**src/common/issue_pkg.sv**
```systemverilog
// shared definitions of the operand-read and issue stage
//   widths and counts of the integer datapath
//   functional unit and operation enums
//   issue entry, scoreboard reply and commit port structs
//   execute bundle and unit strobes
`default_nettype none

package issue_pkg;

    // --------------------
    // widths and counts
    // --------------------
    localparam int unsigned XLEN            = 64;
    localparam int unsigned NR_COMMIT_PORTS = 2;
    localparam int unsigned NR_REGS         = 32;
    localparam int unsigned NR_READ_PORTS   = 2;
    localparam int unsigned REG_ADDR_BITS   = $clog2(NR_REGS);
    localparam int unsigned TRANS_ID_BITS   = 3;

    typedef logic [XLEN-1:0]          word_t;
    typedef logic [REG_ADDR_BITS-1:0] reg_addr_t;
    typedef logic [TRANS_ID_BITS-1:0] trans_id_t;

    // --------------------
    // enums
    // --------------------
    // NONE must stay at zero, the reset value of the bundle relies on it
    typedef enum logic [2:0] {
        NONE      = 3'd0,
        ALU       = 3'd1,
        CTRL_FLOW = 3'd2,
        MULT      = 3'd3,
        LOAD      = 3'd4,
        STORE     = 3'd5,
        CSR       = 3'd6
    } fu_t;

    // carried through to the unit, never decoded here
    typedef enum logic [6:0] {
        ADD, SUB, ADDW, SUBW, XORL, ORL, ANDL,
        SRA, SRL, SLL, SRLW, SLLW, SRAW,
        LTS, LTU, GES, GEU, EQ, NE,
        JALR, BRANCH,
        LD, SD, LW, SW, LH, SH, LB, SB, LWU, LHU, LBU,
        MUL, MULH, MULHU, MULHSU, MULW,
        DIV, DIVU, DIVW, DIVUW, REM, REMU, REMW, REMUW,
        CSR_WRITE, CSR_READ, CSR_SET, CSR_CLEAR
    } fu_op_t;

    // unit that will write each register, NONE when no write is pending
    typedef fu_t [NR_REGS-1:0] clobber_t;

    // --------------------
    // structs
    // --------------------
    typedef struct packed {
        word_t     pc;
        reg_addr_t rs1;
        reg_addr_t rs2;
        reg_addr_t rd;
        // immediate, or the store / branch offset
        word_t     result;
        trans_id_t trans_id;
        fu_t       fu;
        fu_op_t    op;
        logic      use_imm;
        logic      use_pc;
        logic      use_zimm;
        // exception already raised upstream
        logic      ex_valid;
    } issue_entry_t;

    typedef struct packed {
        word_t word;
        logic  valid;
    } operand_rsp_t;

    typedef struct packed {
        reg_addr_t waddr;
        word_t     wdata;
        logic      we;
    } commit_port_t;

    typedef struct packed {
        word_t     operand_a;
        word_t     operand_b;
        word_t     imm;
        fu_t       fu;
        fu_op_t    op;
        trans_id_t trans_id;
    } fu_data_t;

    typedef struct packed {
        logic alu;
        logic branch;
        logic lsu;
        logic mult;
        logic csr;
    } unit_valid_t;

endpackage

`default_nettype wire

```
**src/issue/operand_select.sv**
```systemverilog
// operand multiplexing for the execute bundle
//   operand a from register, forward, pc or zimm
//   operand b from register, forward or immediate
`default_nettype none

module operand_select (
    input  wire issue_pkg::issue_entry_t                         entry_i,
    input  wire issue_pkg::word_t [issue_pkg::NR_READ_PORTS-1:0] rdata_i,
    input  wire issue_pkg::operand_rsp_t                         rs1_rsp_i,
    input  wire issue_pkg::operand_rsp_t                         rs2_rsp_i,
    input  wire logic                                            fwd_rs1_i,
    input  wire logic                                            fwd_rs2_i,
    output issue_pkg::fu_data_t                                  ex_data_o
);
    import issue_pkg::*;

    // stores and branches keep operand b as a register,
    // their immediate travels in imm
    logic imm_to_b;

    assign imm_to_b = entry_i.use_imm && (entry_i.fu != STORE) && (entry_i.fu != CTRL_FLOW);

    always_comb begin
        // register file by default
        ex_data_o.operand_a = rdata_i[0];
        ex_data_o.operand_b = rdata_i[1];

        // scoreboard value beats the stale register
        if (fwd_rs1_i) begin
            ex_data_o.operand_a = rs1_rsp_i.word;
        end
        if (fwd_rs2_i) begin
            ex_data_o.operand_b = rs2_rsp_i.word;
        end

        // pc relative operations, auipc and jumps
        if (entry_i.use_pc) begin
            ex_data_o.operand_a = entry_i.pc;
        end
        // csr immediate forms, the 5 bit field zero extended
        if (entry_i.use_zimm) begin
            ex_data_o.operand_a = {{(XLEN-REG_ADDR_BITS){1'b0}}, entry_i.rs1};
        end

        if (imm_to_b) begin
            ex_data_o.operand_b = entry_i.result;
        end

        // pass-through fields
        ex_data_o.imm      = entry_i.result;
        ex_data_o.fu       = entry_i.fu;
        ex_data_o.op       = entry_i.op;
        ex_data_o.trans_id = entry_i.trans_id;
    end

endmodule

`default_nettype wire

```
**config.mk**
```make
export PLATFORM = sky130hd
export DESIGN_NAME = operand_select
export DESIGN_NICKNAME = d
export VERILOG_FILES = /design/src/common/issue_pkg.sv /design/src/issue/operand_select.sv
export SDC_FILE = /design/constraint.sdc
export NUM_CORES = 1
export LEC_CHECK = 0
export BUFFER_PORTS_ARGS = -buffer_cell sky130_fd_sc_hd__buf_2
export CORE_AREA = 2 2 241 243
export DETAILED_ROUTE_END_ITERATION = 6
export DIE_AREA = 0 0 243 245
export MAX_ROUTING_LAYER = met4
export PLACE_DENSITY = 0.31
export SYNTH_ARGS = -nofsm -noshare
export SYNTH_HDL_FRONTEND = slang
export SYNTH_SLANG_ARGS = --single-unit
```
**constraint.sdc**
```tcl
create_clock -name vclk -period 3
set_input_delay 0.3 -clock vclk [all_inputs]
set_output_delay 0.3 -clock vclk [all_outputs]
set_load 0.05 [all_outputs]
```
# After elaboration in Yosys (flattened, before gate mapping)
# Cells that the tools add are included.
# totals
input_bits,420
output_inout_bits,205
ff_bits,0
wordCells,9
# op_classes
mux,5
reduce_logical,2
eq_ne,2
# ops
operator,count
64-bit 2-to-1 mux,5
"3-bit by 2-bit inequality test with 1-bit output, second input constant",1
"3-bit inequality test, second input constant",1
1-bit logical AND,2

# Depth between registers and ports, before layout
# logic_depth
word_depth,4
ltp_mapped,5
ltp_nobuf,3

# Worst setup path before layout
# No wires, ideal clock.
# synth_timing
path_kind,input port to output port
start,input entry_i[2] (netlist name)
end,output ex_data_o[194] (netlist name)
path_buffers,3
setup_slack_ps,1049
cell_stages,5
arrival_ps,1651
cell_sequence,clkbuf_1 > buf_2 > buf_2 > mux2i_1 > nor2_1
# synth_lines
item,line_no,source
"start, declared",operand_select.sv:7,"input wire issue_pkg::issue_entry_t entry_i,"
"end, declared",operand_select.sv:13,output issue_pkg::fu_data_t ex_data_o

==> flow_summary_export.csv <==
group,metric,value,unit
global_routing,grt_pass1_vias,5008,
flow_run,drv_cap,0,
min_path,hp-class,"input pin to primary output",
power_and_ir_drop,powerDensity,240,nW/um2
timing,fmax,445,MHz
critical_path,cp.required,2.70,ns
synth,synth.top_cell.area_share,55.6,%
floorplanning,num_rows,88,
synth,synth_top_family_by_area,"multiplexers",
global_routing,grt_max_degree,51,
floorplanning,dieArea,59500,um2
synth,synth_xor_area_share,0,%
timing,period_needed,2.25,ns
synth,synth_cell_types,11,
placement,dp_hpwl,22500,um
min_path,min_from,"entry_i[7]",
clocking,hold_buffers,0,
synth,synth_common_cells,"mux2_2, buf_4, mux2i_1",
synth,synth_area_leaders,"mux2_2, mux2i_1, buf_4",
route,routed.top_layer,"met4",
global_routing,track_usage,7.61,%
synth,synth_nets,860,
global_routing,grt_antenna_before_repair,6,
final_layout,fin_cells,1701,
min_path,hold_end,"ex_data_o[6]",
synth,yosys_warnings,0,
power_and_ir_drop,p_total,1720,uW
floorplanning,core,57000,um2
final_layout,syn_to_final_growth,84.7,%
synth,yosysTopAreaCell,"mux2_2",
synth,synth_mux_area_share,72.1,%
timing,slew_headroom,53.9,%
global_routing,grt-ovfl-total,0,
run_status,status,"completed",
power_and_ir_drop,peakVddDrop,0.147,mV
floorplanning,io_pins,625,
critical_path,arrival,1.95,ns
synth,synth_area,3890,um2
synth,synthAdderAreaFrac,0,%
route,wl_met2,12500,um
route,routed-wl-met3,1370,um
clocking,cts_resized,0,
critical_path,crit_chain,"buf_2 -> buf_4 -> mux2_2 -> mux2_2 -> buf_2",
route,first_pass_iters,4,
final_layout,design.seq.count,0,
placement,gp_congestion,0.847,
floorplanning,die_h,245,um
synth,synth-simple-area-share,6.44,%
floorplanning,die-width,243,um
final_layout,clkbuf_count,0,
timing,hold_viol_final,0,
route,ant_nets,0,
route,met1_length,10900,um
critical_path,path_class,"input pin to primary output",
timing,slew_violations,0,
route,wl_per_cell,14.6,um
synth,syn_inst,440,
synth,yosysSeqAreaShare,0,%
timing,finalCritPeriodShare,74.9,%
critical_path,crit_fanout,18,
timing,rsz0062_at_grt,"false",
route,num_vias,5027,
timing,finalSetupViolCount,0,
clocking,post_cts_buffers,0,
placement,numPortBuffers,592,
final_layout,nets,1354,
critical_path,critPathMaxStageDelay,0.44,ns
synth,syn_area_per_cell,8.83,um2
timing,fin_tns_setup,0,ns
timing,worstMarginPinSlew,0.692,ns
power_and_ir_drop,total_leakage_power,0.00373,uW
min_path,holdPathStages,0,
route,drtIter0Drc,165,
route,vias_per_cell,2.96,
placement,post-place-cells,1697,
timing,timing.hold.ws,0.600,ns
global_routing,grt_pass1_wl,33700,um
route,drc,0,
synth,synth-compound-area-share,1.32,%
floorplanning,initial_core_util,6.81,%
critical_path,cpMaxStageDelayCell,"mux2_2",
critical_path,start_kind,"input pin",
final_layout,regArea,0,um2
critical_path,critPathCaptureType,"primary output",
route,wl,24800,um
synth,yosysMostFrequentCell,"mux2_2",
final_layout,drive_gt1_share,85.5,%
## area by class of cell
| cell class | count | area [um2] |
|---|---|---|
| Multi-Input combinational cell | 328 | 3100 |
| Tap cell | 765 | 957 |
| Antenna cell | 4 | 10.0 |
| Fill cell | 6733 | 49900 |
| Timing Repair Buffer | 604 | 3110 |
## worst max-delay path, delay by kind of cell
kind,cells,cell delay (ns)
buffers and inverters,3,0.90
muxes,2,0.72
## power by group
group	switching [uW]	internal [uW]
Sequential	0	0
Clock	0	0.000178
Combinational	1130	595
Total	1130	595
## layer usage
| layer | GRT usage (%) | up-vias |
|---|---|---|
| met5 | - | - |
| met4 | 0.108 | 0 |
| met3 | 1.01 | 6 |
| met2 | 12.8 | 175 |
| met1 | 10.2 | 2373 |
| li1 | - | 2473 |
## worst max-delay path by stage
stage,from,endpoint,slack [ns],depth (start not counted)
2_1_floorplan,entry_i[2],ex_data_o[194],1.05,5
3_3_place_gp,fwd_rs2_i,ex_data_o[99],0.77,5
3_5_place_dp,fwd_rs2_i,ex_data_o[99],0.77,5
4_1_cts,fwd_rs2_i,ex_data_o[99],0.76,5
5_1_grt,fwd_rs2_i,ex_data_o[99],0.69,5
6_report,fwd_rs2_i,ex_data_o[99],0.75,5
## logic make-up (layout without fill, tap and decap cells)
kind of cell / Yosys count / in the layout
mux: 256 / 256
simple gates: 66 / 66
other cells: 0 / 4
buf+inv: 112 / 604
compound gates: 6 / 6
## placed cells by master (no fill, tap or decap)
cell / netlist / routed
buf_12: 0 / 4
buf_2: 22 / 591
buf_4: 77 / 9
diode_2: 0 / 4
mux2_2: 192 / 192
mux2i_1: 64 / 64
nand2_1: 6 / 6
nand2b_1: 1 / 1
nor2_1: 59 / 59
o21ai_0: 5 / 5
o221ai_4: 1 / 1
## metrics by stage
| step | instance area (um2) | setup WS (ns) | utilization (%) |
|---|---|---|---|
| 4_1_cts | 7170 | 0.765 | 12.6 |
| 6_report | 7180 | 0.754 | 12.6 |
| 5_1_grt | 7170 | 0.689 | 12.6 |
| 3_5_place_dp | 7170 | 0.768 | 12.6 |
| 3_3_place_gp | 7170 | 0.766 | 12.6 |
| 2_1_floorplan | 3890 | 1.05 | - |
No activity file was read; power rests on OpenSTA's default activity.
