File: src/common/issue_pkg.sv
// shared definitions of the operand-read and issue stage
//   widths and counts of the integer datapath
//   functional unit and operation enums
//   issue entry, scoreboard reply and commit port structs
//   execute bundle and unit strobes
`default_nettype none

package issue_pkg;

    // --------------------
    // widths and counts
    // --------------------
    localparam int unsigned XLEN            = 64;
    localparam int unsigned NR_COMMIT_PORTS = 2;
    localparam int unsigned NR_REGS         = 32;
    localparam int unsigned NR_READ_PORTS   = 2;
    localparam int unsigned REG_ADDR_BITS   = $clog2(NR_REGS);
    localparam int unsigned TRANS_ID_BITS   = 3;

    typedef logic [XLEN-1:0]          word_t;
    typedef logic [REG_ADDR_BITS-1:0] reg_addr_t;
    typedef logic [TRANS_ID_BITS-1:0] trans_id_t;

    // --------------------
    // enums
    // --------------------
    // NONE must stay at zero, the reset value of the bundle relies on it
    typedef enum logic [2:0] {
        NONE      = 3'd0,
        ALU       = 3'd1,
        CTRL_FLOW = 3'd2,
        MULT      = 3'd3,
        LOAD      = 3'd4,
        STORE     = 3'd5,
        CSR       = 3'd6
    } fu_t;

    // carried through to the unit, never decoded here
    typedef enum logic [6:0] {
        ADD, SUB, ADDW, SUBW, XORL, ORL, ANDL,
        SRA, SRL, SLL, SRLW, SLLW, SRAW,
        LTS, LTU, GES, GEU, EQ, NE,
        JALR, BRANCH,
        LD, SD, LW, SW, LH, SH, LB, SB, LWU, LHU, LBU,
        MUL, MULH, MULHU, MULHSU, MULW,
        DIV, DIVU, DIVW, DIVUW, REM, REMU, REMW, REMUW,
        CSR_WRITE, CSR_READ, CSR_SET, CSR_CLEAR
    } fu_op_t;

    // unit that will write each register, NONE when no write is pending
    typedef fu_t [NR_REGS-1:0] clobber_t;

    // --------------------
    // structs
    // --------------------
    typedef struct packed {
        word_t     pc;
        reg_addr_t rs1;
        reg_addr_t rs2;
        reg_addr_t rd;
        // immediate, or the store / branch offset
        word_t     result;
        trans_id_t trans_id;
        fu_t       fu;
        fu_op_t    op;
        logic      use_imm;
        logic      use_pc;
        logic      use_zimm;
        // exception already raised upstream
        logic      ex_valid;
    } issue_entry_t;

    typedef struct packed {
        word_t word;
        logic  valid;
    } operand_rsp_t;

    typedef struct packed {
        reg_addr_t waddr;
        word_t     wdata;
        logic      we;
    } commit_port_t;

    typedef struct packed {
        word_t     operand_a;
        word_t     operand_b;
        word_t     imm;
        fu_t       fu;
        fu_op_t    op;
        trans_id_t trans_id;
    } fu_data_t;

    typedef struct packed {
        logic alu;
        logic branch;
        logic lsu;
        logic mult;
        logic csr;
    } unit_valid_t;

endpackage

`default_nettype wire

File: src/issue/issue_ctrl.sv
// issue control
//   busy selection per unit group
//   write-after-write check against the clobber list and commit ports
//   acknowledge and the strobes for the next cycle
`default_nettype none

module issue_ctrl (
    input  wire issue_pkg::issue_entry_t                              entry_i,
    input  wire logic                                                 issue_valid_i,
    input  wire issue_pkg::clobber_t                                  clobber_i,
    input  wire issue_pkg::commit_port_t [issue_pkg::NR_COMMIT_PORTS-1:0] commit_i,
    input  wire logic                                                 flu_ready_i,
    input  wire logic                                                 lsu_ready_i,
    input  wire logic                                                 stall_i,
    input  wire logic                                                 flush_i,
    input  wire logic                                                 mult_issued_i,
    output logic                                                      issue_ack_o,
    output issue_pkg::unit_valid_t                                    valid_d_o
);
    import issue_pkg::*;

    logic fu_busy;
    logic rd_free;

    // --------------------
    // unit busy
    // --------------------
    always_comb begin
        case (entry_i.fu)
            ALU, CTRL_FLOW, MULT, CSR: fu_busy = !flu_ready_i;
            LOAD, STORE:               fu_busy = !lsu_ready_i;
            default:                   fu_busy = 1'b0;
        endcase
    end

    // --------------------
    // waw check
    // --------------------
    // rd is free if nobody claims it, or its writer commits right now
    always_comb begin
        rd_free = (clobber_i[entry_i.rd] == NONE);
        for (int unsigned p = 0; p < NR_COMMIT_PORTS; p++) begin
            if (commit_i[p].we && (commit_i[p].waddr == entry_i.rd)) begin
                rd_free = 1'b1;
            end
        end
    end

    // --------------------
    // acknowledge
    // --------------------
    always_comb begin
        issue_ack_o = 1'b0;
        if (issue_valid_i) begin
            if (!stall_i && !fu_busy && rd_free) begin
                issue_ack_o = 1'b1;
            end
            // exceptions and no-unit entries need no operands and no unit
            if (entry_i.ex_valid || (entry_i.fu == NONE)) begin
                issue_ack_o = 1'b1;
            end
        end
        // multiplier result shares the fixed latency writeback with the
        // other units, so only a multiply may follow a multiply
        if (mult_issued_i && (entry_i.fu != MULT)) begin
            issue_ack_o = 1'b0;
        end
    end

    // --------------------
    // next-cycle strobes
    // --------------------
    always_comb begin
        valid_d_o = '0;
        if (issue_ack_o && !entry_i.ex_valid && !flush_i) begin
            case (entry_i.fu)
                ALU:         valid_d_o.alu    = 1'b1;
                CTRL_FLOW:   valid_d_o.branch = 1'b1;
                MULT:        valid_d_o.mult   = 1'b1;
                LOAD, STORE: valid_d_o.lsu    = 1'b1;
                CSR:         valid_d_o.csr    = 1'b1;
                default:     valid_d_o        = '0;
            endcase
        end
    end

endmodule

`default_nettype wire

File: config.mk
export PLATFORM = sky130hd
export DESIGN_NAME = issue_ctrl
export DESIGN_NICKNAME = d
export VERILOG_FILES = /design/src/common/issue_pkg.sv /design/src/issue/issue_ctrl.sv
export SDC_FILE = /design/constraint.sdc
export NUM_CORES = 1
export LEC_CHECK = 0
export ABC_AREA = 0
export BUFFER_PORTS_ARGS = -buffer_cell sky130_fd_sc_hd__buf_2
export CORE_AREA = 2 2 156 158
export DETAILED_ROUTE_END_ITERATION = 7
export DIE_AREA = 0 0 158 160
export SYNTH_ARGS = -nofsm -noshare
export SYNTH_HDL_FRONTEND = slang
export SYNTH_SLANG_ARGS = --single-unit
File: constraint.sdc
create_clock -name vclk -period 1.3
set_input_delay 0 -clock vclk [all_inputs]
set_output_delay 0 -clock vclk [all_outputs]
set_load 0.01 [all_outputs]
# [Word-level counts from Yosys, hierarchy flattened]
# Index checks and enable logic that the tools add are counted.
[classes] order_cmp=1 muxes=15 multipliers=0 shift=0 add_sub_neg=0 n_eq_ne=9 n_div=0 n_bitwise=0 reduce_logical=18
[ops] operator="$bmux W3 S5" count=1
[ops] operator="$mux W1" count=11
[ops] operator="$eq A5 B5 Y1" count=2
[ops] operator="$eq A3 B3 Y1 const B" count=3
[ops] operator="$logic_and A1 B1 Y1" count=7
[ops] operator="$eq A3 B2 Y1 const B" count=2
[ops] operator="$logic_not A1 Y1" count=6
[ops] operator="$logic_not A3 Y1" count=2
[ops] operator="$lt A5 B6 Y1 const B" count=1
[ops] operator="$mux W5" count=1
[ops] operator="$reduce_or A4 Y1" count=1
[ops] operator="$eq A3 B1 Y1 const B" count=1
[ops] operator="$mux W3" count=1
[ops] operator="$ne A3 B2 Y1 const B" count=1
[ops] operator="$pmux W1 S2" count=1
[ops] operator="$reduce_or A2 Y1" count=1
[ops] operator="$logic_or A1 B1 Y1" count=1
[word_totals] input_bits=402 ff_bits=0 ram_bits=0 mem_count=0 latch_bits=0 mem_bits_ro=0 elab_cells=43

# [Depth between registers and ports, before layout]
[depth] ltp_word=13 depth_mapped=8 depth_no_buf=6

# [Worst setup path after synthesis]
# OpenSTA, ideal clock, no wires.
[synth_timing] path_kind="input-to-output" from="input entry_i[83] in the netlist's numbering" to="output valid_d_o[3] in the netlist's numbering" path_buffers=2 cell_stages=8 setup_slack_ns=-0.360 arrival_time_ns=1.660 cell_sequence="buf_6 buf_8 nor4_4 o41ai_1 or4_1 o22ai_2 nor4_4 nor4_1"
[synth_lines] element="start, declared" line_no="issue_ctrl.sv:8" text="input wire issue_pkg::issue_entry_t entry_i,"
[synth_lines] element="end, declared" line_no="issue_ctrl.sv:18" text="output issue_pkg::unit_valid_t valid_d_o"

==> metrics.md <==
| Metric | Value |
|---|---|
| Run status | complete, but fails checks |
| Failing checks | negative setup slack |
| WHS | approximately 0.36 ns |
| Setup ws final | -0.546 ns |
| Initial antenna violation count | 3 |
| Worst-Margin Slew | ~0.38 ns |
| Seq/Total Area, Yosys | 0 |
| Hold_sp | entry_i[13] |
| DR vias | 1545 |
| CP required | 1.30 ns |
| Leakage Power | 0.996 nW |
| Top post-synthesis cells by count | nor4_1 (21), nor4b_1 (9), nor2_1 (8), xor2_1 (8), nor4b_2 (7) |
| Port Buffer Count | 129 |
| Class of the tightest hold or removal check | in2out |
| Post-placement setup slack | -0.811 ns |
| GRT overflow | 0 |
| Clock share of power | 0 |
| Vias in the first global route | 1594 |
| Synth Instances | 111 |
| Biggest area consumer among synthesized cells | nor4_1 |
| # clk buffers | 0 |
| Share of cells above drive strength 1 | 0.771 |
| Net Sw Power | ~0.00028 W |
| Drt pass-1 iters | 4 |
| Area of the core | ~24000 µm² |
| Netlist cell types | 37 |
| DRC errors left | 0 |
| Reg power frac | 0 |
| Final nets | roughly 680 |
| Diodes inserted | 0 |
| Area share of the largest cell type after synthesis | 0.150 |
| Fin. Hold Viols | 0 |
| CP Launch Type | primary input |
| GRT Overall Usage | 0.0485 |
| Total power | 0.000623 W |
| Drt first-iter violations | 26 |
| Area contributors post-synth | nor4_1 (15%), nor4b_2 (12%), nor4b_1 (9.0%) |
| Routed Antenna Nets | 0 |
| Internal power | between 0.0003 and 0.0004 W |
| WL per Instance | around 11 µm |
| Placer Congestion | between 0.7 and 0.8 |
| Initial Utilization | 0.0369 |
| Setup repair after global routing missed its margin | true |
| I/O pin count | ~410 |
| F_max | between 500 and 600 MHz |
| CP arrival | approximately 1.9 ns |
| PwrDens | between 200 and 250 nW/µm² |
| CP startpoint | entry_i[83] |
| Final wirelength | just under 7 mm |
| Switching Fraction | 0.448 |
| Final setup viols | 6 |
| Nature of the critical path endpoint | output pin |
| Final critical-path share of the clock period | 1.42 |
| Routed vias/inst | between 2 and 3 |
| Row count | 57 |
| Die height | around 160 µm |
| Final min period | approximately 1.8 ns |
| Die area | 25300 µm² |
| Worst-path fanout max | 10 |
| Max-cap violations | 0 |
| Syn. warnings | 0 |
| Peak VDD IR | 0.000102 V |
| Final HPWL DP | between 5 and 6 mm |
| Largest net degree at the start of global routing | 17 |
| Avg Cell Area, Syn | 7.91 µm² |
| FF+latch count | 0 |
| Max Slew Vio Count | 0 |
| Comb pwr share | 1.000 |
| Seq. cell area | 0 µm² |
| CP Class | in2out |
| Die width | between 150 and 200 µm |
| First-pass GRT wire length | 9.09 mm |
| Layout Area Growth over Synthesis | 185% |
| Syn_nets | a little over 500 |
| Post-synth design cell area | about 880 µm² |
| Hold Path Depth | 3 |
| Most frequent cell after synthesis | nor4_1 |
| Relative slew slack | 0.747 |
==> worst paths after layout <==
kind                        to  slack [ns]
hold / removal    valid_d_o[3]        0.36
setup / recovery  valid_d_o[2]       -0.55
==> critical path: stages <==
cell	delay, ns
buf_8	0.13
nor4_4	0.26
nor4b_1	0.09
or4_4	0.55
o22ai_4	0.18
nor4_4	0.05
buf_6	0.14
nor4bb_2	0.26
buf_2	0.17
==> timing repair <==
item / CTS / global route
hold buffers: 0 / 0
resized for setup: 26 / 27
pin swaps: 7 / 15
setup buffers: 4 / 0
gates cloned: 0 / 1
setup endpoints to repair: 6 / 6
==> through the flow <==
stage               std cells  area [µm²]  utilization  TNS (ns)
floorplan                 111         888            -     -1.49
finish                    595        2510        0.105     -2.89
global route              595        2510        0.105     -3.45
detailed placement        591        2160       0.0909     -4.45
CTS                       594        2310       0.0972     -3.12
global placement          591        2160       0.0909     -4.46
==> routing by layer <==
metal,track usage,vias up,wire [µm]
li1,-,780,-
met5,0,-,20
met1,0.0613,681,2790
met4,0.00410,4,12
met2,0.0903,74,3500
met3,0.00624,6,425
==> cell usage in the layout, fill, tap and decap left out, types with 3 or more instances in the layout <==
master and instances:
nor3_1 3, nor4_1 9, buf_12 4, nand3_1 3, nor2_1 8, nor4b_2 11
nand2_1 4, nor4_2 8, buf_4 31, buf_6 3, nor4_4 7, xor2_1 8
nor4b_4 3, buf_2 126, inv_1 3, nand2b_1 4
==> final cells by class <==
type               count  area, µm²
well taps            324        405
multi-input cells    100       1050
repair buffers       167       1030
inverters              4       15.0
fillers             2801      21300
==> cell families after synthesis <==
logic type,count (synthesis),synth area share
simple gates,74,0.647
compound gates,14,0.113
buf+inv,11,0.0897
xor+xnor,10,0.0997
mux,2,0.0513
==> power groups by stage <==
stage               sequential (W)  combinational (W)  clock (W)
floorplan                        0           0.000170          0
global placement                 0           0.000517          0
detailed placement               0           0.000518          0
CTS                              0           0.000567          0
global route                     0           0.000676          0
finish                           0           0.000623          0
(Power assumes the default switching activity.)
