File: config.mk
export PLATFORM = sky130hd
export DESIGN_NAME = operand_hazard
export DESIGN_NICKNAME = d
export VERILOG_FILES = /design/src/common/issue_pkg.sv /design/src/issue/operand_hazard.sv
export SDC_FILE = /design/constraint.sdc
export NUM_CORES = 1
export LEC_CHECK = 0
export BUFFER_PORTS_ARGS = -buffer_cell sky130_fd_sc_hd__buf_2
export CORE_AREA = 2 2 151 153
export DETAILED_ROUTE_END_ITERATION = 10
export DIE_AREA = 0 0 153 155
export REMOVE_ABC_BUFFERS = 1
export SETUP_SLACK_MARGIN = 0.1
export SLEW_MARGIN = 20
export SYNTH_ARGS = -nofsm -noshare
export SYNTH_HDL_FRONTEND = slang
export SYNTH_SLANG_ARGS = --single-unit
export TNS_END_PERCENT = 50
File: constraint.sdc
create_clock -name vclk -period 1.8
set_input_delay 0.09 -clock vclk [all_inputs]
set_output_delay 0.09 -clock vclk [all_outputs]
set_load 0.02 [all_outputs]
File: src/common/issue_pkg.sv
// shared definitions of the operand-read and issue stage
//   widths and counts of the integer datapath
//   functional unit and operation enums
//   issue entry, scoreboard reply and commit port structs
//   execute bundle and unit strobes
`default_nettype none

package issue_pkg;

    // --------------------
    // widths and counts
    // --------------------
    localparam int unsigned XLEN            = 64;
    localparam int unsigned NR_COMMIT_PORTS = 2;
    localparam int unsigned NR_REGS         = 32;
    localparam int unsigned NR_READ_PORTS   = 2;
    localparam int unsigned REG_ADDR_BITS   = $clog2(NR_REGS);
    localparam int unsigned TRANS_ID_BITS   = 3;

    typedef logic [XLEN-1:0]          word_t;
    typedef logic [REG_ADDR_BITS-1:0] reg_addr_t;
    typedef logic [TRANS_ID_BITS-1:0] trans_id_t;

    // --------------------
    // enums
    // --------------------
    // NONE must stay at zero, the reset value of the bundle relies on it
    typedef enum logic [2:0] {
        NONE      = 3'd0,
        ALU       = 3'd1,
        CTRL_FLOW = 3'd2,
        MULT      = 3'd3,
        LOAD      = 3'd4,
        STORE     = 3'd5,
        CSR       = 3'd6
    } fu_t;

    // carried through to the unit, never decoded here
    typedef enum logic [6:0] {
        ADD, SUB, ADDW, SUBW, XORL, ORL, ANDL,
        SRA, SRL, SLL, SRLW, SLLW, SRAW,
        LTS, LTU, GES, GEU, EQ, NE,
        JALR, BRANCH,
        LD, SD, LW, SW, LH, SH, LB, SB, LWU, LHU, LBU,
        MUL, MULH, MULHU, MULHSU, MULW,
        DIV, DIVU, DIVW, DIVUW, REM, REMU, REMW, REMUW,
        CSR_WRITE, CSR_READ, CSR_SET, CSR_CLEAR
    } fu_op_t;

    // unit that will write each register, NONE when no write is pending
    typedef fu_t [NR_REGS-1:0] clobber_t;

    // --------------------
    // structs
    // --------------------
    typedef struct packed {
        word_t     pc;
        reg_addr_t rs1;
        reg_addr_t rs2;
        reg_addr_t rd;
        // immediate, or the store / branch offset
        word_t     result;
        trans_id_t trans_id;
        fu_t       fu;
        fu_op_t    op;
        logic      use_imm;
        logic      use_pc;
        logic      use_zimm;
        // exception already raised upstream
        logic      ex_valid;
    } issue_entry_t;

    typedef struct packed {
        word_t word;
        logic  valid;
    } operand_rsp_t;

    typedef struct packed {
        reg_addr_t waddr;
        word_t     wdata;
        logic      we;
    } commit_port_t;

    typedef struct packed {
        word_t     operand_a;
        word_t     operand_b;
        word_t     imm;
        fu_t       fu;
        fu_op_t    op;
        trans_id_t trans_id;
    } fu_data_t;

    typedef struct packed {
        logic alu;
        logic branch;
        logic lsu;
        logic mult;
        logic csr;
    } unit_valid_t;

endpackage

`default_nettype wire

File: src/issue/operand_hazard.sv
// read-after-write hazard check for the two sources
//   clobber lookup per source register
//   forward decision when the scoreboard holds the value
//   stall when a pending value cannot be forwarded
`default_nettype none

module operand_hazard (
    input  wire issue_pkg::issue_entry_t entry_i,
    input  wire issue_pkg::clobber_t     clobber_i,
    input  wire issue_pkg::operand_rsp_t rs1_rsp_i,
    input  wire issue_pkg::operand_rsp_t rs2_rsp_i,
    output logic                         fwd_rs1_o,
    output logic                         fwd_rs2_o,
    output logic                         stall_o
);
    import issue_pkg::*;

    // unit that will write each source
    fu_t  rs1_writer;
    fu_t  rs2_writer;
    // a write to the source is still outstanding
    logic rs1_pending;
    logic rs2_pending;
    // the pending value cannot be taken from the scoreboard
    logic rs1_blocked;
    logic rs2_blocked;

    // --------------------
    // clobber lookup
    // --------------------
    assign rs1_writer = clobber_i[entry_i.rs1];
    assign rs2_writer = clobber_i[entry_i.rs2];

    // with zimm the rs1 field is an immediate, not a register
    assign rs1_pending = !entry_i.use_zimm && (rs1_writer != NONE);
    assign rs2_pending = (rs2_writer != NONE);

    // --------------------
    // forward or stall
    // --------------------
    // csr results only ever reach the core through the register file
    always_comb begin
        fwd_rs1_o   = 1'b0;
        rs1_blocked = 1'b0;
        if (rs1_pending) begin
            if (rs1_rsp_i.valid && (rs1_writer != CSR)) begin
                fwd_rs1_o = 1'b1;
            end else begin
                rs1_blocked = 1'b1;
            end
        end
    end

    always_comb begin
        fwd_rs2_o   = 1'b0;
        rs2_blocked = 1'b0;
        if (rs2_pending) begin
            if (rs2_rsp_i.valid && (rs2_writer != CSR)) begin
                fwd_rs2_o = 1'b1;
            end else begin
                rs2_blocked = 1'b1;
            end
        end
    end

    // either source missing holds the entry
    assign stall_o = rs1_blocked || rs2_blocked;

endmodule

`default_nettype wire

; Yosys cells after proc, flatten, opt, wreduce, memory -nomap -nowiden
; Index checks and enable logic that the tools add are counted.
; W data, S select, Z words.
[totals]
out_inout_bits = 3
reg_bits = 0
[classes]
mux = 12
n_eq_ne = 2
n_lt_le_gt_ge = 2
n_reduce_logical = 7
[op_table]
columns = cell, count
row1 = $bmux W3 S5, 2
row2 = $lt A5 B6 Y1 const B, 2
row3 = $mux W1, 8
row4 = $mux W3, 2
row5 = $ne A3 B3 Y1 const B, 2
row6 = $reduce_bool A3 Y1, 2
row7 = $logic_and A1 B1 Y1, 3
row8 = $logic_not A1 Y1, 1
row9 = $logic_or A1 B1 Y1, 1

; Logic depth before layout (Yosys ltp)
; Gate-level depths: netlist (run 1).
[depth]
depth_word = 7
mapped_depth = 10
mapped_depth_nobuf = 7

; Worst setup path after synthesis (run 1)
; Ideal clock, no wire load.
[synth_timing]
path_kind = input port to output port
from = in entry_i[91] (netlist bit)
to = out fwd_rs1_o
required_time_ps = 1710
path_stages = 8
setup_slack_ps = -282
path_buffers = 2
t_arrival_ps = 1992
path_cell_list = buf_6 -> buf_6 -> mux4_2 -> a221oi_1 -> a21boi_1 -> xnor2_1 -> nor2_1 -> nor3b_1
[synth_between]
elab_chain_len = 6
elab_cells_between_ends = 8
[synth_rtl]
columns = item, line
row1 = start: declaration, operand_hazard.sv:8  ; input wire issue_pkg::issue_entry_t entry_i,
row2 = $bmux W3 S5 (*), operand_hazard.sv:31  ; assign rs1_writer = clobber_i[entry_i.rs1];
row3 = $mux W3 (not written as such) (*), operand_hazard.sv:31
row4 = $ne A3 B3 Y1, operand_hazard.sv:46  ; if (rs1_rsp_i.valid && (rs1_writer != CSR)) begin
row5 = $logic_and A1 B1 Y1, operand_hazard.sv:46
row6 = $mux W1, operand_hazard.sv:46
row7 = $mux W1 (*), operand_hazard.sv:45  ; if (rs1_pending) begin
row8 = end: declaration, operand_hazard.sv:12  ; output logic fwd_rs1_o,
; Every way passes the cells marked *; elsewhere a longest branch is shown, timed or not. The select of a mux whose other input is x is not followed.

; Worst setup path after layout (run 1)
; Ends and elaborated chain as after synthesis.

==> results of run 1 <==
[kinds of logic (layout without fill, tap and decap cells)]
group	after synthesis	in the layout	share of synthesized area, %
buffers and inverters	22	154	7.95
AND/OR/NAND/NOR	50	50	14.1
AO/OA/AOI/OAI	39	39	16.3
other	0	4	0
multiplexers	69	69	60.7
XOR/XNOR	2	2	0.952
[per-layer routing]
metal / vias to the layer above / share of wire (%) / global-route usage [%] / wire length, µm
li1: 1024 / - / - / -
met1: 1052 / 46 / 11.4 / 4870
met2: 84 / 47 / 14.9 / 5020
met3: 4 / 6.3 / 2.01 / 673
met4: 2 / 0.36 / 0.265 / 38
met5: - / 0.12 / 0 / 13
[Yosys cell counts (3+ instances only)]
library cell   n  area (µm²)
mux2i_1       31         310
clkbuf_1       4        15.0
inv_1          3        11.3
mux4_2        27         608
buf_6          6        67.6
mux2_2         6        67.6
and2_1         3        18.8
nand3_1        7        35.0
buf_2          6        30.0
a22oi_1        5        37.5
nor2b_1        5        31.3
a21oi_1        4        20.0
buf_4          3        22.5
o21ai_0        3        15.0
mux4_1         5         131
nor2_1         8        30.0
a221oi_1       6        52.6
nand2_1       15        56.3
[final timing paths]
| kind | endpoint | cells past startpoint |
|---|---|---|
| setup / recovery | fwd_rs1_o | 9 |
| hold / removal | fwd_rs1_o | 3 |
[report_power, final]
group | internal (mW) | switching [mW] | leakage (nW)
clock network | 0.000000297 | 0 | 0.0000254
registers | 0 | 0 | 0
logic | 0.439 | 0.361 | 1.32
total | 0.439 | 0.361 | 1.32
[metrics by stage]
stage	power, mW	setup slack (ns)
floorplan	0.328	-0.133
global placement	0.695	-0.345
detailed placement	0.701	-0.381
CTS	0.753	-0.233
global route	0.860	-0.324
finish	0.800	-0.204
[cell type report]
cell class                 count  area (µm²)
antenna                        4        10.0
fill                        2535       19100
inverter                       3        11.3
multi-input combinational    160        1810
tap                          285         357
timing repair buffer         151         950
[timing repair]
action                                  4_1_cts  5_1_grt
gates cloned                                  1        0
hold endpoints to repair                      0        0
buffers inserted                              0        1
endpoints found under the setup margin        3        3
gates resized for setup                      25       16
pin swaps                                     7       13
==> flow_summary.yaml, run 1 <==
cells_and_area:
  design_area_um2: 3140
  layout_commonest_cell: "buf_2"
  final_util_pct: 14.1
  syn_to_final_growth_pct: 70.4
  regArea_um2: 0
  nNetsFinal: 702
  clkbuf_count: 0
  drive_gt1_share_pct: 66.2
  seq_cells: 0
  fin_cells: 603
  final_cell_mix: "buf_2 (106), buf_4 (37), mux2i_1 (31)"
floorplan:
  initial_core_util_pct: 8.28
  chipHeight_um: 155
  fp-row-count: 55
  die-area_um2: 23700
  die_w_um: 153
  core_um2: 22200
  ios: 389
routing:
  initialDrtViolationCount: 77
  antenna_left: 0
  vias_per_cell: 3.59
  wire_per_inst_um: 17.6
  vias: 2166
  post-route-drc-count: 0
  drt_first_pass_iters: 4
  routed_wl_um: 10600
global_routing:
  grt_pass1_wl_um: 15400
  grt_max_degree: 17
  grt_overflow_total: 0
  grt_antenna_before_repair: 5
  grt_pass1_vias: 2381
  track_usage_pct: 8.58
timing:
  final_hold_viol_count: 0
  final-setup-viol-count: 3
  holdWs_ns: 0.514
  finalCritPeriodShare_pct: 111
  slew_headroom_pct: 73.4
  setup_tns_ns: -0.513
  final.min_clock_period_ns: 2.00
  rsz0062_at_grt: "yes"
  tightest_slew_ns: 0.399
  worst_slack_ns: -0.204
  fmax_mhz: 499
  drv_slew: 0
pwr:
  p_leak_nw: 1.32
  vdd_ir_drop_max_mv: 0.0802
  p_per_area_nw_per_um2: 255
worst_setup_path:
  crit_arrival_ns: 1.91
  critPathRequiredTime_ns: 1.71
  crit_fanout: 8
  critical_path.top_delay_family: "multiplexers"
  worstPathCellList: "buf_12 -> buf_12 -> mux4_2 -> a221oi_4 -> a21boi_4 -> xnor2_2 -> nor2_4 -> nor3b_2 -> buf_4"
  crit_type: "primary input to output pin"
  worstPathBufferInverterCount: 3
  max_stage_delay_ns: 0.54
  start_kind: "primary input"
  crit_path_top_delay_cell: "mux4_2"
  crit_path_end_kind: "output pin"
  cpMostUsedCell: "buf_12"
  startpoint: "entry_i[91]"
hold_path:
  min_from: "entry_i[1]"
  min_path_type: "primary input to output pin"
place:
  dpl.cell_count: 597
  placed_area_um2: 2940
  port_buffers: 112
  hpwl_um: 9520
  gp_congestion: 0.835
outcome:
  status: "finished with violations"
  violations: "negative setup slack"
yosys:
  synthesis.area_um2: 1840
  postSynthCellCount: 182
  ys_types: 46
  ys_seq_area_share_pct: 0
  syn_avg_cell_area_um2: 10.1
  yosys_warnings: 0
clock_network:
  hold_buffers: 0
run:
  cap_violations: 0
No activity file was read; power rests on OpenSTA's default activity.
==> run 2: changes to the inputs <==
- REMOVE_ABC_BUFFERS: 1 -> default
==> run 2 against run 1 <==
- the run still ends with negative setup slack left
- hold slack gained 0.030 ns
- final cell count grew 1.2%
- combinational power grew 6.4%
- non-clock buffer count grew 4
- setup slack lost 0.012 ns
- design area grew 5.0%
- die area is the same
- sequential share of layout area is the same
- critical endpoint is now stall_o
- highest routed layer unchanged
==> flow_summary.yaml, run 2 (same netlist as run 1, synthesis figures left out) <==
outcome:
  status: "finished with violations"
  violations: "negative setup slack"
clock_network:
  hold_buffers: 0
timing:
  slew_headroom_pct: 80.4
  holdWs_ns: 0.545
  worst_slack_ns: -0.216
  finalCritPeriodShare_pct: 112
  final_hold_viol_count: 0
  drv_slew: 0
  fmax_mhz: 496
  tightest_slew_ns: 0.294
  rsz0062_at_grt: "yes"
  final-setup-viol-count: 3
  setup_tns_ns: -0.536
  final.min_clock_period_ns: 2.02
place:
  dpl.cell_count: 597
  hpwl_um: 9650
  port_buffers: 112
  gp_congestion: 0.805
pwr:
  power_frac_comb_pct: 100.0
  vdd_ir_drop_max_mv: 0.0988
  total_power_mw: 0.851
  p_switching_mw: 0.372
  p_leak_nw: 1.38
  p_int_mw: 0.479
  clkPwrFrac_pct: 0
  seq_power_share_pct: 0
  p_per_area_nw_per_um2: 258
  p_sw_share_pct: 43.7
hold_path:
  min_path_type: "primary input to output pin"
worst_setup_path:
  startpoint: "entry_i[91]"
  endpoint: "stall_o"
  start_kind: "primary input"
  cpMostUsedCell: "buf_12"
  crit_fanout: 7
  worstPathCellList: "buf_12 -> buf_12 -> mux4_2 -> and2_4 -> o21bai_1 -> a31oi_4 -> o21ai_2 -> a2bb2oi_2 -> o22ai_4 -> buf_6"
  crit_type: "primary input to output pin"
  crit_path_end_kind: "output pin"
  crit_arrival_ns: 1.93
  max_stage_delay_ns: 0.50
  critPathRequiredTime_ns: 1.71
  crit_path_top_delay_cell: "mux4_2"
floorplan:
  initial_core_util_pct: 8.28
  ios: 389
  die-area_um2: 23700
  die_w_um: 153
  fp-row-count: 55
  core_um2: 22200
  chipHeight_um: 155
cells_and_area:
  seq_cells: 0
  final_cell_mix: "buf_2 (105), mux4_2 (30), mux2i_1 (30), buf_4 (30), nand2_1 (15)"
  multi_input_area_um2: 1810
  nNetsFinal: 706
  syn_to_final_growth_pct: 78.9
  fillCellCount: 2513
  drive_gt1_share_pct: 67.0
  fin_cells: 610
  regArea_um2: 0
  clkbuf_count: 0
  layout_commonest_cell: "buf_2"
routing:
  drt_first_pass_iters: 4
  initialDrtViolationCount: 92
  vias: 2217
  routed_wl_um: 10800
  vias_per_cell: 3.63
  post-route-drc-count: 0
  antenna_left: 0
  wire_per_inst_um: 17.7
global_routing:
  grt_antenna_before_repair: 10
  grt_overflow_total: 0
  grt_pass1_wl_um: 15400
  track_usage_pct: 8.64
  global_route.usage.met1_pct: 9.79
  grtUsageMet3_pct: 3.23
  met2_usage_pct: 16.1
  grt_max_degree: 17
  top_usage_layer: "met2"
  grt_pass1_vias: 2488
run:
  cap_violations: 0
yosys:
  syn_nets: 568
[run 2: layout make-up]
cell class	instances	area share, %
repair buffers	155	33.2
multi-input cells	160	55.1
diodes	7	0.532
inverters	3	0.342
well taps	285	10.8
[run 2: metrics by stage]
step | instance area (µm²) | setup WS [ns] | utilization [%]
2_1_floorplan | 1890 | -0.0663 | -
3_3_place_gp | 3020 | -0.373 | 13.6
3_5_place_dp | 3020 | -0.406 | 13.6
4_1_cts | 3200 | -0.195 | 14.4
5_1_grt | 3280 | -0.286 | 14.8
6_report | 3290 | -0.216 | 14.8
[run 2: critical path, delay by kind of cell]
| kind | cells | cell delay [ns] |
|---|---|---|
| buffers and inverters | 3 | 0.40 |
| AOI/OAI and AO/OA | 5 | 0.77 |
| muxes | 1 | 0.50 |
| and+or+nand+nor | 1 | 0.17 |
[run 2: power groups by stage]
stage / clock network, mW / logic, mW / registers (mW)
2_1_floorplan: 0 / 0.426 / 0
3_3_place_gp: 0 / 0.736 / 0
3_5_place_dp: 0 / 0.747 / 0
4_1_cts: 0 / 0.822 / 0
5_1_grt: 0.000000148 / 0.910 / 0
6_report: 0.000000520 / 0.851 / 0
[run 2: worst min path at each step]
| stage | start | end | cells past startpoint |
|---|---|---|---|
| floorplan | entry_i[1] | fwd_rs1_o | 1 |
| global placement | entry_i[1] | fwd_rs1_o | 3 |
| detailed placement | entry_i[1] | fwd_rs1_o | 3 |
| CTS | entry_i[1] | fwd_rs1_o | 3 |
| global route | entry_i[1] | fwd_rs1_o | 3 |
| finish | entry_i[1] | fwd_rs1_o | 3 |
[run 2: layer usage]
layer,wire [µm],up-vias
met3,861,11
met1,4310,1085
met4,93,6
li1,-,1046
met2,5500,69
met5,34,-
[run 2: timing repair]
action,CTS,global route
gates resized for setup,32,14
cloned,1,1
buffers inserted,3,1
pin swaps,12,8
endpoints found under the setup margin,3,3
